[src/rtl/exec_pkg.sv]
// Execute pipeline shared types
`default_nettype none

package exec_pkg;

	localparam int XLEN       = 32; // Datapath width
	localparam int REG_ADDR_W = 5;  // General register address field
	localparam int CSR_ADDR_W = 12; // CSR address field

	typedef enum logic [3:0] {
		OP_NOP    = 4'd0,
		OP_ADD    = 4'd1,
		OP_SUB    = 4'd2,
		OP_AND    = 4'd3,
		OP_OR     = 4'd4,
		OP_XOR    = 4'd5,
		OP_ADDI   = 4'd6,
		OP_CSRRW  = 4'd7,
		OP_CSRRS  = 4'd8,
		OP_CSRRWI = 4'd9  // Codes 10..15 decode as no-ops
	} opcode_e;

	typedef enum logic [1:0] {
		REG_GPR  = 2'd0, // Operates on general registers
		REG_CSR  = 2'd1, // Reads and writes a CSR
		REG_NONE = 2'd2  // No register activity
	} reg_type_e;

	typedef struct packed {
		opcode_e                opcode; // Bits 31..28
		logic [REG_ADDR_W-1:0]  rd;     // Bits 27..23
		logic [REG_ADDR_W-1:0]  rs1;    // Bits 22..18
		logic [REG_ADDR_W-1:0]  rs2;    // Bits 17..13
		logic                   unused; // Bit 12
		logic [CSR_ADDR_W-1:0]  imm;    // Immediate or CSR address
	} instr_t;

	typedef struct packed {
		logic                   valid;
		opcode_e                opcode;
		logic [REG_ADDR_W-1:0]  rd;
		logic [REG_ADDR_W-1:0]  rs1;
		logic [REG_ADDR_W-1:0]  rs2;
		reg_type_e              reg_type;
		logic                   csr_imm;   // Operand A is the rs1 field itself
		logic [CSR_ADDR_W-1:0]  csr_addr;
		logic [XLEN-1:0]        imm;       // Zero extended
		logic [XLEN-1:0]        rda;       // Register file read at issue
		logic [XLEN-1:0]        rdb;
		logic                   reg_write;
		logic                   csr_write;
	} idex_t;

	typedef struct packed {
		logic                   valid;
		logic [REG_ADDR_W-1:0]  rd;
		logic                   reg_write;
		reg_type_e              reg_type;
		logic [XLEN-1:0]        alu_out;   // Value for rd
		logic [CSR_ADDR_W-1:0]  csr_addr;
		logic                   csr_write;
		logic [XLEN-1:0]        csr_wdata; // New CSR value
	} exmem_t;

	typedef exmem_t memwb_t; // WB carries the same fields

endpackage

`default_nettype wire

[src/rtl/issue_decode.sv]
// Instruction decode and operand read
`timescale 1ns/1ps
`default_nettype none

module issue_decode import exec_pkg::*; (
	input  wire [XLEN-1:0]        instr,    // Raw word from the bus
	input  wire                   issue,    // Word accepted on this edge
	output logic [REG_ADDR_W-1:0] rs1_addr, // Register file port A
	output logic [REG_ADDR_W-1:0] rs2_addr, // Register file port B
	input  wire [XLEN-1:0]        rs1_data,
	input  wire [XLEN-1:0]        rs2_data,
	output idex_t                 uop       // Micro-op for ID/EX
);

	instr_t f; // Field view of the word

	assign f        = instr;
	assign rs1_addr = f.rs1; // Read ports follow the raw fields
	assign rs2_addr = f.rs2;

	always_comb begin
		uop          = '0;
		uop.valid    = issue;
		uop.opcode   = f.opcode;
		uop.rd       = f.rd;
		uop.rs1      = f.rs1;
		uop.rs2      = f.rs2;
		uop.csr_addr = f.imm;            // Same bits serve as CSR address
		uop.imm      = XLEN'(f.imm);     // Zero extend
		uop.rda      = rs1_data;
		uop.rdb      = rs2_data;
		uop.reg_type = REG_NONE;
		case (f.opcode)
			OP_ADD, OP_SUB, OP_AND, OP_OR, OP_XOR, OP_ADDI: begin
				uop.reg_type  = REG_GPR;
				uop.reg_write = issue && (f.rd != '0); // x0 is never written
			end
			OP_CSRRW, OP_CSRRS, OP_CSRRWI: begin
				uop.reg_type  = REG_CSR;
				uop.reg_write = issue && (f.rd != '0); // Old CSR value to rd
				uop.csr_write = issue;
				uop.csr_imm   = (f.opcode == OP_CSRRWI);
			end
			default: begin
				uop.reg_type = REG_NONE; // NOP and spare codes write nothing
			end
		endcase
	end

endmodule

`default_nettype wire

[src/rtl/reg_file.sv]
// General register file
`timescale 1ns/1ps
`default_nettype none

module reg_file import exec_pkg::*; (
	input  wire                   clk,
	input  wire                   arst_n,
	input  wire [REG_ADDR_W-1:0]  rd_addr_a,
	input  wire [REG_ADDR_W-1:0]  rd_addr_b,
	output logic [XLEN-1:0]       rd_data_a,
	output logic [XLEN-1:0]       rd_data_b,
	input  wire                   wr_en,
	input  wire [REG_ADDR_W-1:0]  wr_addr,
	input  wire [XLEN-1:0]        wr_data,
	input  wire [REG_ADDR_W-1:0]  dbg_addr, // Bus read port
	output logic [XLEN-1:0]       dbg_data
);

	logic [XLEN-1:0] regs [2**REG_ADDR_W]; // Entry 0 stays zero
	logic            wr_live;              // Write to a real register this cycle

	assign wr_live = wr_en && (wr_addr != '0);

	always_ff @(posedge clk or negedge arst_n) begin
		if (!arst_n) begin
			for (int i = 0; i < 2**REG_ADDR_W; i++) begin
				regs[i] <= '0;
			end
		end else if (wr_live) begin
			regs[wr_addr] <= wr_data;
		end
	end

	// Write-through covers the instruction three ahead
	assign rd_data_a = (wr_live && wr_addr == rd_addr_a) ? wr_data : regs[rd_addr_a];
	assign rd_data_b = (wr_live && wr_addr == rd_addr_b) ? wr_data : regs[rd_addr_b];
	assign dbg_data  = regs[dbg_addr];

endmodule

`default_nettype wire

[src/rtl/csr_file.sv]
// CSR storage array
`timescale 1ns/1ps
`default_nettype none

module csr_file import exec_pkg::*; #(
	parameter int CSR_ADDR_BITS = 2 // Entries are 2**CSR_ADDR_BITS
) (
	input  wire                      clk,
	input  wire                      arst_n,
	input  wire [CSR_ADDR_BITS-1:0]  rd_addr,  // EX stage read
	output logic [XLEN-1:0]          rd_data,
	input  wire                      wr_en,    // WB stage write
	input  wire [CSR_ADDR_BITS-1:0]  wr_addr,
	input  wire [XLEN-1:0]           wr_data,
	input  wire [CSR_ADDR_BITS-1:0]  dbg_addr, // Bus read port
	output logic [XLEN-1:0]          dbg_data
);

	logic [XLEN-1:0] csrs [2**CSR_ADDR_BITS];

	always_ff @(posedge clk or negedge arst_n) begin
		if (!arst_n) begin
			for (int i = 0; i < 2**CSR_ADDR_BITS; i++) begin
				csrs[i] <= '0;
			end
		end else if (wr_en) begin
			csrs[wr_addr] <= wr_data;
		end
	end

	// The bypass unit forwards the entry that WB is writing
	assign rd_data  = csrs[rd_addr];
	assign dbg_data = csrs[dbg_addr];

endmodule

`default_nettype wire

[src/rtl/control_bypass_ex.sv]
// EX stage operand bypass
`timescale 1ns/1ps
`default_nettype none

module control_bypass_ex import exec_pkg::*; (
	input  wire idex_t       idex,     // Instruction in EX
	input  wire exmem_t      exmem,    // One ahead
	input  wire memwb_t      memwb,    // Two ahead and writing this cycle
	input  wire [XLEN-1:0]   csr_data, // CSR array read in EX
	output logic [XLEN-1:0]  bypass_a,
	output logic [XLEN-1:0]  bypass_b
);

	typedef enum logic [1:0] {
		SRC_IDEX  = 2'd0, // Value captured at issue
		SRC_MEMWB = 2'd1,
		SRC_EXMEM = 2'd2
	} bypass_src_e;

	bypass_src_e sel_a;
	bypass_src_e sel_b;
	logic        csr_op; // B is a CSR value

	// Newest older stage writing a nonzero matching rd
	function automatic bypass_src_e gpr_src(input logic [REG_ADDR_W-1:0] rs,
	                                        input exmem_t em, input memwb_t mw);
		if (em.reg_write && em.rd != '0 && em.rd == rs) begin
			return SRC_EXMEM;
		end else if (mw.reg_write && mw.rd != '0 && mw.rd == rs) begin
			return SRC_MEMWB;
		end
		return SRC_IDEX;
	endfunction

	assign csr_op = (idex.reg_type == REG_CSR);
	assign sel_a  = gpr_src(idex.rs1, exmem, memwb);

	always_comb begin
		sel_b = SRC_IDEX;
		if (csr_op) begin
			if (exmem.csr_write && exmem.csr_addr == idex.csr_addr) begin
				sel_b = SRC_EXMEM; // EX/MEM wins over MEM/WB
			end else if (memwb.csr_write && memwb.csr_addr == idex.csr_addr) begin
				sel_b = SRC_MEMWB;
			end
		end else if (idex.reg_type == REG_GPR) begin
			sel_b = gpr_src(idex.rs2, exmem, memwb);
		end
	end

	always_comb begin
		if (idex.csr_imm) begin
			bypass_a = XLEN'(idex.rs1); // Immediate form uses the field
		end else begin
			case (sel_a)
				SRC_EXMEM: bypass_a = exmem.alu_out;
				SRC_MEMWB: bypass_a = memwb.alu_out;
				default:   bypass_a = idex.rda;
			endcase
		end
	end

	always_comb begin
		case (sel_b)
			SRC_EXMEM: bypass_b = csr_op ? exmem.csr_wdata : exmem.alu_out;
			SRC_MEMWB: bypass_b = csr_op ? memwb.csr_wdata : memwb.alu_out;
			default:   bypass_b = csr_op ? csr_data : idex.rdb;
		endcase
	end

endmodule

`default_nettype wire

[src/rtl/alu_csr_ex.sv]
// Integer ALU and CSR update
`timescale 1ns/1ps
`default_nettype none

module alu_csr_ex import exec_pkg::*; (
	input  wire idex_t      uop,    // Micro-op in EX
	input  wire [XLEN-1:0]  op_a,   // Bypassed operand A
	input  wire [XLEN-1:0]  op_b,   // Bypassed operand B or old CSR
	output exmem_t          result  // Loads EX/MEM
);

	always_comb begin
		result           = '0;
		result.valid     = uop.valid;
		result.rd        = uop.rd;
		result.reg_write = uop.reg_write;
		result.reg_type  = uop.reg_type;
		result.csr_addr  = uop.csr_addr;
		result.csr_write = uop.csr_write;
		case (uop.opcode)
			OP_ADD:  result.alu_out = op_a + op_b;
			OP_SUB:  result.alu_out = op_a - op_b; // Wraps modulo 2**32
			OP_AND:  result.alu_out = op_a & op_b;
			OP_OR:   result.alu_out = op_a | op_b;
			OP_XOR:  result.alu_out = op_a ^ op_b;
			OP_ADDI: result.alu_out = op_a + uop.imm;
			OP_CSRRW, OP_CSRRWI: begin
				result.alu_out   = op_b; // Old CSR to rd
				result.csr_wdata = op_a; // Plain swap
			end
			OP_CSRRS: begin
				result.alu_out   = op_b;
				result.csr_wdata = op_a | op_b; // Set bits from rs1
			end
			default: begin
				result.alu_out = '0; // NOP leaves everything zero
			end
		endcase
	end

endmodule

`default_nettype wire

[src/rtl/exec_pipe_top.sv]
// Execute pipeline with Wishbone slave
`timescale 1ns/1ps
`default_nettype none

module exec_pipe_top import exec_pkg::*; #(
	parameter int CSR_ADDR_BITS = 2 // CSR count is 2**CSR_ADDR_BITS
) (
	input  wire              clk,
	input  wire              arst_n,
	input  wire              wb_cyc,
	input  wire              wb_stb,
	input  wire              wb_we,
	input  wire [9:0]        wb_adr,
	input  wire [XLEN-1:0]   wb_dat_w,
	output logic [XLEN-1:0]  wb_dat_r,
	output logic             wb_ack
);

	localparam logic [CSR_ADDR_W-1:0] CSR_MASK = CSR_ADDR_W'((1 << CSR_ADDR_BITS) - 1);

	logic                   req;       // New access whose ack rises next edge
	logic                   issue;     // Instruction write accepted
	logic                   busy;      // Any stage occupied
	logic [XLEN-1:0]        rd_mux;    // Read data before the ack register
	logic [REG_ADDR_W-1:0]  rs1_addr;
	logic [REG_ADDR_W-1:0]  rs2_addr;
	logic [XLEN-1:0]        rs1_data;
	logic [XLEN-1:0]        rs2_data;
	logic [XLEN-1:0]        gpr_dbg;
	logic [XLEN-1:0]        csr_dbg;
	logic [XLEN-1:0]        csr_rd_data;
	logic [XLEN-1:0]        op_a;
	logic [XLEN-1:0]        op_b;
	idex_t                  uop;
	idex_t                  idex_d;
	idex_t                  idex_q;
	exmem_t                 ex_result;
	exmem_t                 exmem_q;
	memwb_t                 memwb_q;

	assign req   = wb_cyc && wb_stb && !wb_ack; // One ack per strobe
	assign issue = req && wb_we && (wb_adr == 10'h000);
	assign busy  = idex_q.valid || exmem_q.valid || memwb_q.valid;

	always_comb begin
		idex_d          = uop;
		idex_d.csr_addr = uop.csr_addr & CSR_MASK; // Aliased CSRs compare equal
	end

	always_comb begin
		rd_mux = '0; // Unmapped reads return zero
		if (wb_adr[9:5] == 5'b00100) begin
			rd_mux = gpr_dbg;              // 0x080 + r
		end else if (wb_adr[9:7] == 3'b010) begin
			rd_mux = csr_dbg;              // 0x100 + c
		end else if (wb_adr == 10'h200) begin
			rd_mux = XLEN'(busy);
		end
	end

	always_ff @(posedge clk or negedge arst_n) begin
		if (!arst_n) begin
			wb_ack  <= 1'b0;
			idex_q  <= '0;
			exmem_q <= '0;
			memwb_q <= '0;
		end else begin
			wb_ack  <= req;
			idex_q  <= idex_d;    // Bubble when nothing issues
			exmem_q <= ex_result;
			memwb_q <= exmem_q;   // MEM slot is a plain stage
		end
	end

	always_ff @(posedge clk) begin
		if (req) begin
			wb_dat_r <= rd_mux; // Valid while ack is high
		end
	end

	issue_decode issue_decode_i (
		.instr    (wb_dat_w),
		.issue    (issue),
		.rs1_addr (rs1_addr),
		.rs2_addr (rs2_addr),
		.rs1_data (rs1_data),
		.rs2_data (rs2_data),
		.uop      (uop)
	);

	reg_file reg_file_i (
		.clk       (clk),
		.arst_n    (arst_n),
		.rd_addr_a (rs1_addr),
		.rd_addr_b (rs2_addr),
		.rd_data_a (rs1_data),
		.rd_data_b (rs2_data),
		.wr_en     (memwb_q.reg_write),
		.wr_addr   (memwb_q.rd),
		.wr_data   (memwb_q.alu_out),
		.dbg_addr  (wb_adr[REG_ADDR_W-1:0]),
		.dbg_data  (gpr_dbg)
	);

	csr_file #(.CSR_ADDR_BITS(CSR_ADDR_BITS)) csr_file_i (
		.clk      (clk),
		.arst_n   (arst_n),
		.rd_addr  (idex_q.csr_addr[CSR_ADDR_BITS-1:0]),
		.rd_data  (csr_rd_data),
		.wr_en    (memwb_q.csr_write),
		.wr_addr  (memwb_q.csr_addr[CSR_ADDR_BITS-1:0]),
		.wr_data  (memwb_q.csr_wdata),
		.dbg_addr (wb_adr[CSR_ADDR_BITS-1:0]),
		.dbg_data (csr_dbg)
	);

	control_bypass_ex control_bypass_ex_i (
		.idex     (idex_q),
		.exmem    (exmem_q),
		.memwb    (memwb_q),
		.csr_data (csr_rd_data),
		.bypass_a (op_a),
		.bypass_b (op_b)
	);

	alu_csr_ex alu_csr_ex_i (
		.uop    (idex_q),
		.op_a   (op_a),
		.op_b   (op_b),
		.result (ex_result)
	);

endmodule

`default_nettype wire

[config.mk]
export PLATFORM = sky130hd
export DESIGN_NAME = exec_pipe_top
export DESIGN_NICKNAME = d
export VERILOG_FILES = /design/src/rtl/exec_pkg.sv /design/src/rtl/issue_decode.sv /design/src/rtl/reg_file.sv /design/src/rtl/csr_file.sv /design/src/rtl/control_bypass_ex.sv /design/src/rtl/alu_csr_ex.sv /design/src/rtl/exec_pipe_top.sv
export SDC_FILE = /design/constraint.sdc
export NUM_CORES = 2
export LEC_CHECK = 0
export BUFFER_PORTS_ARGS = -buffer_cell sky130_fd_sc_hd__buf_4
export CELL_PAD_IN_SITES_DETAIL_PLACEMENT = 0
export CELL_PAD_IN_SITES_GLOBAL_PLACEMENT = 1
export CORE_MARGIN = 1.5
export CORE_UTILIZATION = 25
export DETAILED_ROUTE_END_ITERATION = 16
export GPL_TIMING_DRIVEN = 0
export PLACE_DENSITY = 0.47
export REMOVE_ABC_BUFFERS = 1
export SLEW_MARGIN = 5
export SYNTH_ARGS = -nofsm -noshare
export SYNTH_HDL_FRONTEND = slang
export SYNTH_HIERARCHICAL = 1
export SYNTH_SLANG_ARGS = --single-unit
[constraint.sdc]
create_clock -name clk -period 6.3 [get_ports clk]
set_input_delay 0.945 -clock clk [delete_from_list [all_inputs] [get_ports clk]]
set_output_delay 0.945 -clock clk [all_outputs]
set_load 0.05 [all_outputs]
[Word-level counts from Yosys, hierarchy flattened]
Cells that the tools add are included.
Storage, ports and cells
  input bits: 47
  output and inout port bits: 33
  logic and storage cells: 205
  bits in registers: 1436
Cells by class
  bitwise gates (word level): 10
  multiplexer cells: 54
  add/subtract/negate cells: 3
  equal/unequal tests: 34
  order comparisons: 9
  reductions and logical operators: 30
Operator list (number)
  $bwmux W1024: 1
  $mux W32: 20
  $bmux W32 S5: 3
  $pmux W32 S7: 1
  $pmux W32 S2: 3
  $demux W32 S5: 1
  $bmux W32 S2: 2
  $bwmux W128: 1
  $demux W32 S2: 1
  $add A32 B12 Y32: 1
  $add A32 B32 Y32: 1
  $and A32 B32 Y32: 1
  $eq A4 B3 Y1 const B: 8
  $or A32 B32 Y32: 1
  $sub A32 B32 Y32: 1
  $xor A32 B32 Y32: 1
  $eq A5 B5 Y1: 6
  $ge A6 B6 Y1 const B: 4
  $not A5 Y6: 4
  $mux W2: 9
  $logic_and A1 B1 Y1: 17
  $eq A4 B2 Y1 const B: 4
  $eq A4 B4 Y1 const B: 4
  $reduce_bool A5 Y1: 3
  other kinds (21): 42

[Logic depth before layout (Yosys ltp)]
  word-level depth: 14
  depth in mapped cells: 31

[Modules after synthesis]
The synthesis kept the hierarchy.
Modules (own cells, without submodules)
  reg_file: seq. area each 25624.6 µm², instances 1, area each 61246.2 µm², cells an instance 3857
  exec_pipe_top: seq. area each 8368.0 µm², instances 1, area each 8795.9 µm², cells an instance 385
  csr_file: seq. area each 3203.1 µm², instances 1, area each 6263.5 µm², cells an instance 350
  alu_csr_ex: seq. area each 0.0 µm², instances 1, area each 5372.7 µm², cells an instance 839
  control_bypass_ex: seq. area each 0.0 µm², instances 1, area each 3115.5 µm², cells an instance 587
  issue_decode: seq. area each 0.0 µm², instances 1, area each 1111.1 µm², cells an instance 150

[Least setup slack after synthesis]
No wires, ideal clock.
  kind: register to register
  start: register exmem_q[81] in the netlist's numbering
  end: register exmem_q[74] in the netlist's numbering
  clock period less this slack: 5.732 ns
  arrival: 5.608 ns
  library setup time: 0.124 ns
  stages on the path, launching flop included: 31
  setup slack: 0.568 ns
  cell sequence: dfrtp_1 or4_4 o21ai_0 nor4_1 nand4b_1 o21a_1 ha_1 clkbuf_1 clkbuf_1 a31oi_1 inv_1 ha_1 nand4_1 or3_1 buf_2 nor2_1 nand2_1 nor2_1 nor3_1 a21oi_1 o21ai_0 ha_1 clkbuf_1 a21oi_1 o21ai_0 a21o_1 a21oi_1 o31ai_2 a21oi_1 nor4b_1 a211o_1
RTL lines
  from (decl): line exec_pipe_top.sv:38  | exmem_t exmem_q;
  from (signal assigned): line exec_pipe_top.sv:70  | exmem_q <= ex_result;

==> flow_summary_export.csv <==
group,metric,value,unit
routing,wl,355.2,mm
floorplan,die-area,346400,um^2
sta,whs,0.05345,ns
floorplan,io_pins,80,
global_route,antenna_found_initial,28,
cells_and_area,multi_input_area,45750,um^2
sta,min_period,6.140,ns
global_route,grt_start_max_net_pins,151,
global_route,grt_pass1_wl,492.9,mm
routing,drt_iter0_drc,5414,
routing,vias,57750,
global_route,grt_pass1_vias,59150,
global_route,grtUsageTotal,20.12,%
placement,place.gp.congestion,0.8223,
synth,syn_area_per_cell,13.93,um^2
sta,worst_slew_pin_slew,1.438,ns
clocking,cts_max_level,4,
sta,slew_headroom,3.510,%
critical_path,crit_fanout,10,
synth,netlist_instances,6152,
sta,final_hold_viol_count,0,
clocking,root_buffer,"clkbuf_16",
clocking,cts_hold_buf,0,
synth,ys.warnings.count,6,
cells_and_area,syn_to_final_growth,17.37,%
floorplan,rows,214,
clocking,clk_pin_slew,0.06,ns
floorplan,coreArea,340600,um^2
power,cellPowerDensity,239.9,nW/um^2
clocking,clock_latency,0.88,ns
global_route,grt_overflow,0,
routing,drt_pre_antenna_iters,6,
critical_path,reg2reg_to,"exmem_q[72]",
power,p_leak,43.28,nW
clocking,cts.sinks,1476,
sta,setup_viol,0,
critical_path,critPathCaptureType,"flip-flop",
critical_path,critical_path_arrival,6.81,ns
cells_and_area,final-seq-area,37120,um^2
clocking,cts_tree,"built",
critical_path,critPathRequiredTime,6.97,ns
routing,wl_per_cell,33.35,um
cells_and_area,nFillCells,34030,
placement,dpl.hpwl,231.6,mm
critical_path,cp-start-kind,"flip-flop",
cells_and_area,fin_nets,6104,
clocking,cts_buffer_depth,4,
sta,skew,0.05135,ns
synth,synth_area,85710,um^2
sta,slew_viol_final,0,
placement,placed_cells,10250,
cells_and_area,final_cells,10650,
floorplan,die_w,588.5,um
critical_path,r2r_slack,0.16,ns
routing,antenna_left,0,
critical_path,timing.rr.start,"exmem_q[81]",
routing,vias_per_cell,5.422,
sta,fmax,0.1629,GHz
status,status,"complete, no violations",
placement,port_buffers,78,
clocking,cts_buffers,190,
power,peakVddDrop,216.7,uV
floorplan,start_util,25.17,%
cells_and_area,drive_above_1_share,47.99,%
critical_path,worstSetupPathType,"reg2reg",
hold_path,hold_path_class,"in2async",
critical_path,r2r_cells,25,
sta,fin_crit_sh,97.47,%
floorplan,die_h,588.5,um
routing,route.detailed.drc,0,
run,max_cap_viol_count,0,
## registers in the layout, summed over array words and instances, names as in the netlist
register         cells
exmem_q             84
wb_ack               1
idex_q             123
memwb_q             84
csr_file_i/csrs    128
wb_dat_r            32
reg_file_i/regs   1024
## area by class of cell
type,instances,share of cell area (%)
Multi-Input combinational cell,3880,45.48
Antenna cell,11,0.02736
Tap cell,4536,5.642
Timing Repair Buffer,326,5.413
Clock inverter,65,0.7612
Sequential cell,1476,36.90
Clock buffer,281,5.496
Inverter,77,0.2873
## critical path, cell delays in order (launching register included)
cell and delay (ns):
dfrtp_2 0.45, or4_4 0.57, o21ai_2 0.14, nor4_2 0.07, nand4b_1 0.19, o21a_1 0.17
ha_4 0.34, buf_12 0.18, buf_4 0.16, a221oi_1 0.05, a31oi_1 0.53, inv_1 0.31
nand3b_4 0.20, nand2b_1 0.20, nor2_4 0.07, nand2_4 0.13, a22oi_1 0.09, a311oi_1 0.30
ha_1 0.38, a21oi_1 0.23, o21ai_0 0.15, a21o_1 0.23, a21oi_2 0.19, o31ai_4 0.11
xnor2_1 0.32, o211ai_1 0.18
## what timing repair did
| item | in CTS | in global routing |
|---|---|---|
| pin swaps | 6 | 20 |
| endpoints found under the hold margin | 0 | 0 |
| endpoints found under the setup margin | 25 | 17 |
| resized for setup | 35 | 86 |
| setup buffers | 22 | 22 |
## placed cells by master, fill, tap and decap left out, drive strengths merged, types with 9 or more instances in the layout
master and count:
nand2b 11, clkinv 37, nor4 73, o21ai 145
o211ai 9, dfrtp 1444, edfxtp 32, nor3b 10
a21o 11, nor3 18, o31ai 9, o22ai 256
a222oi 25, mux2 1206, conb 50, xnor2 51
inv 86, a22oi 9, ha 105, nand2 461
a21oi 81, and3 9, mux4 895, bufinv 13
xor2 33, a31oi 37, nor2 116, a311oi 31
buf 326, nand3b 15, nand3 29, nand4 16
clkbuf 281, a22o 31, a221oi 43, diode 11
## per-stage QoR
step	cell area, um^2	utilization, %	TNS [ns]	setup WS (ns)	total power, mW
6_report	100600	29.54	0	0.1596	24.13
5_1_grt	100600	29.53	-0.03568	-0.01716	25.05
4_1_cts	99950	29.35	0	0.004114	24.39
3_5_place_dp	93240	27.38	-19.27	-1.334	12.98
3_3_place_gp	88340	25.94	-	-14.93	12.90
2_1_floorplan	82080	-	-10.08	-0.8810	11.30
## worst max path at each step
| stage | from | slack, ns | endpoint | cells after the start |
|---|---|---|---|---|
| finish | exmem_q[81] | 0.16 | exmem_q[72] | 25 |
| floorplan | idex_q[112] | -0.88 | exmem_q[74] | 22 |
| detailed placement | idex_q[99] | -1.33 | exmem_q[67] | 25 |
| global placement | arst_n | -14.93 | reg_file_i/regs[10] | 1 |
| CTS | idex_q[98] | 0.004 | exmem_q[74] | 28 |
| global route | idex_q[98] | -0.02 | exmem_q[74] | 25 |
## per-layer routing
| metal | GRT usage [%] | wire, um | vias to the layer above |
|---|---|---|---|
| met1 | 26.97 | 151400 | 31790 |
| met3 | 4.039 | 23840 | 535 |
| met5 | 0 | 62 | - |
| met4 | 6.126 | 11930 | 10 |
| li1 | - | - | 23340 |
| met2 | 32.65 | 168000 | 2079 |
## report_power, final
group / internal (mW) / switching, mW / total (mW)
Combinational: 0.947 / 1.77 / 2.72
Clock: 6.61 / 4.59 / 11.2
Sequential: 9.68 / 0.530 / 10.2
Total: 17.2 / 6.90 / 24.1
(Power assumes the default switching activity.)
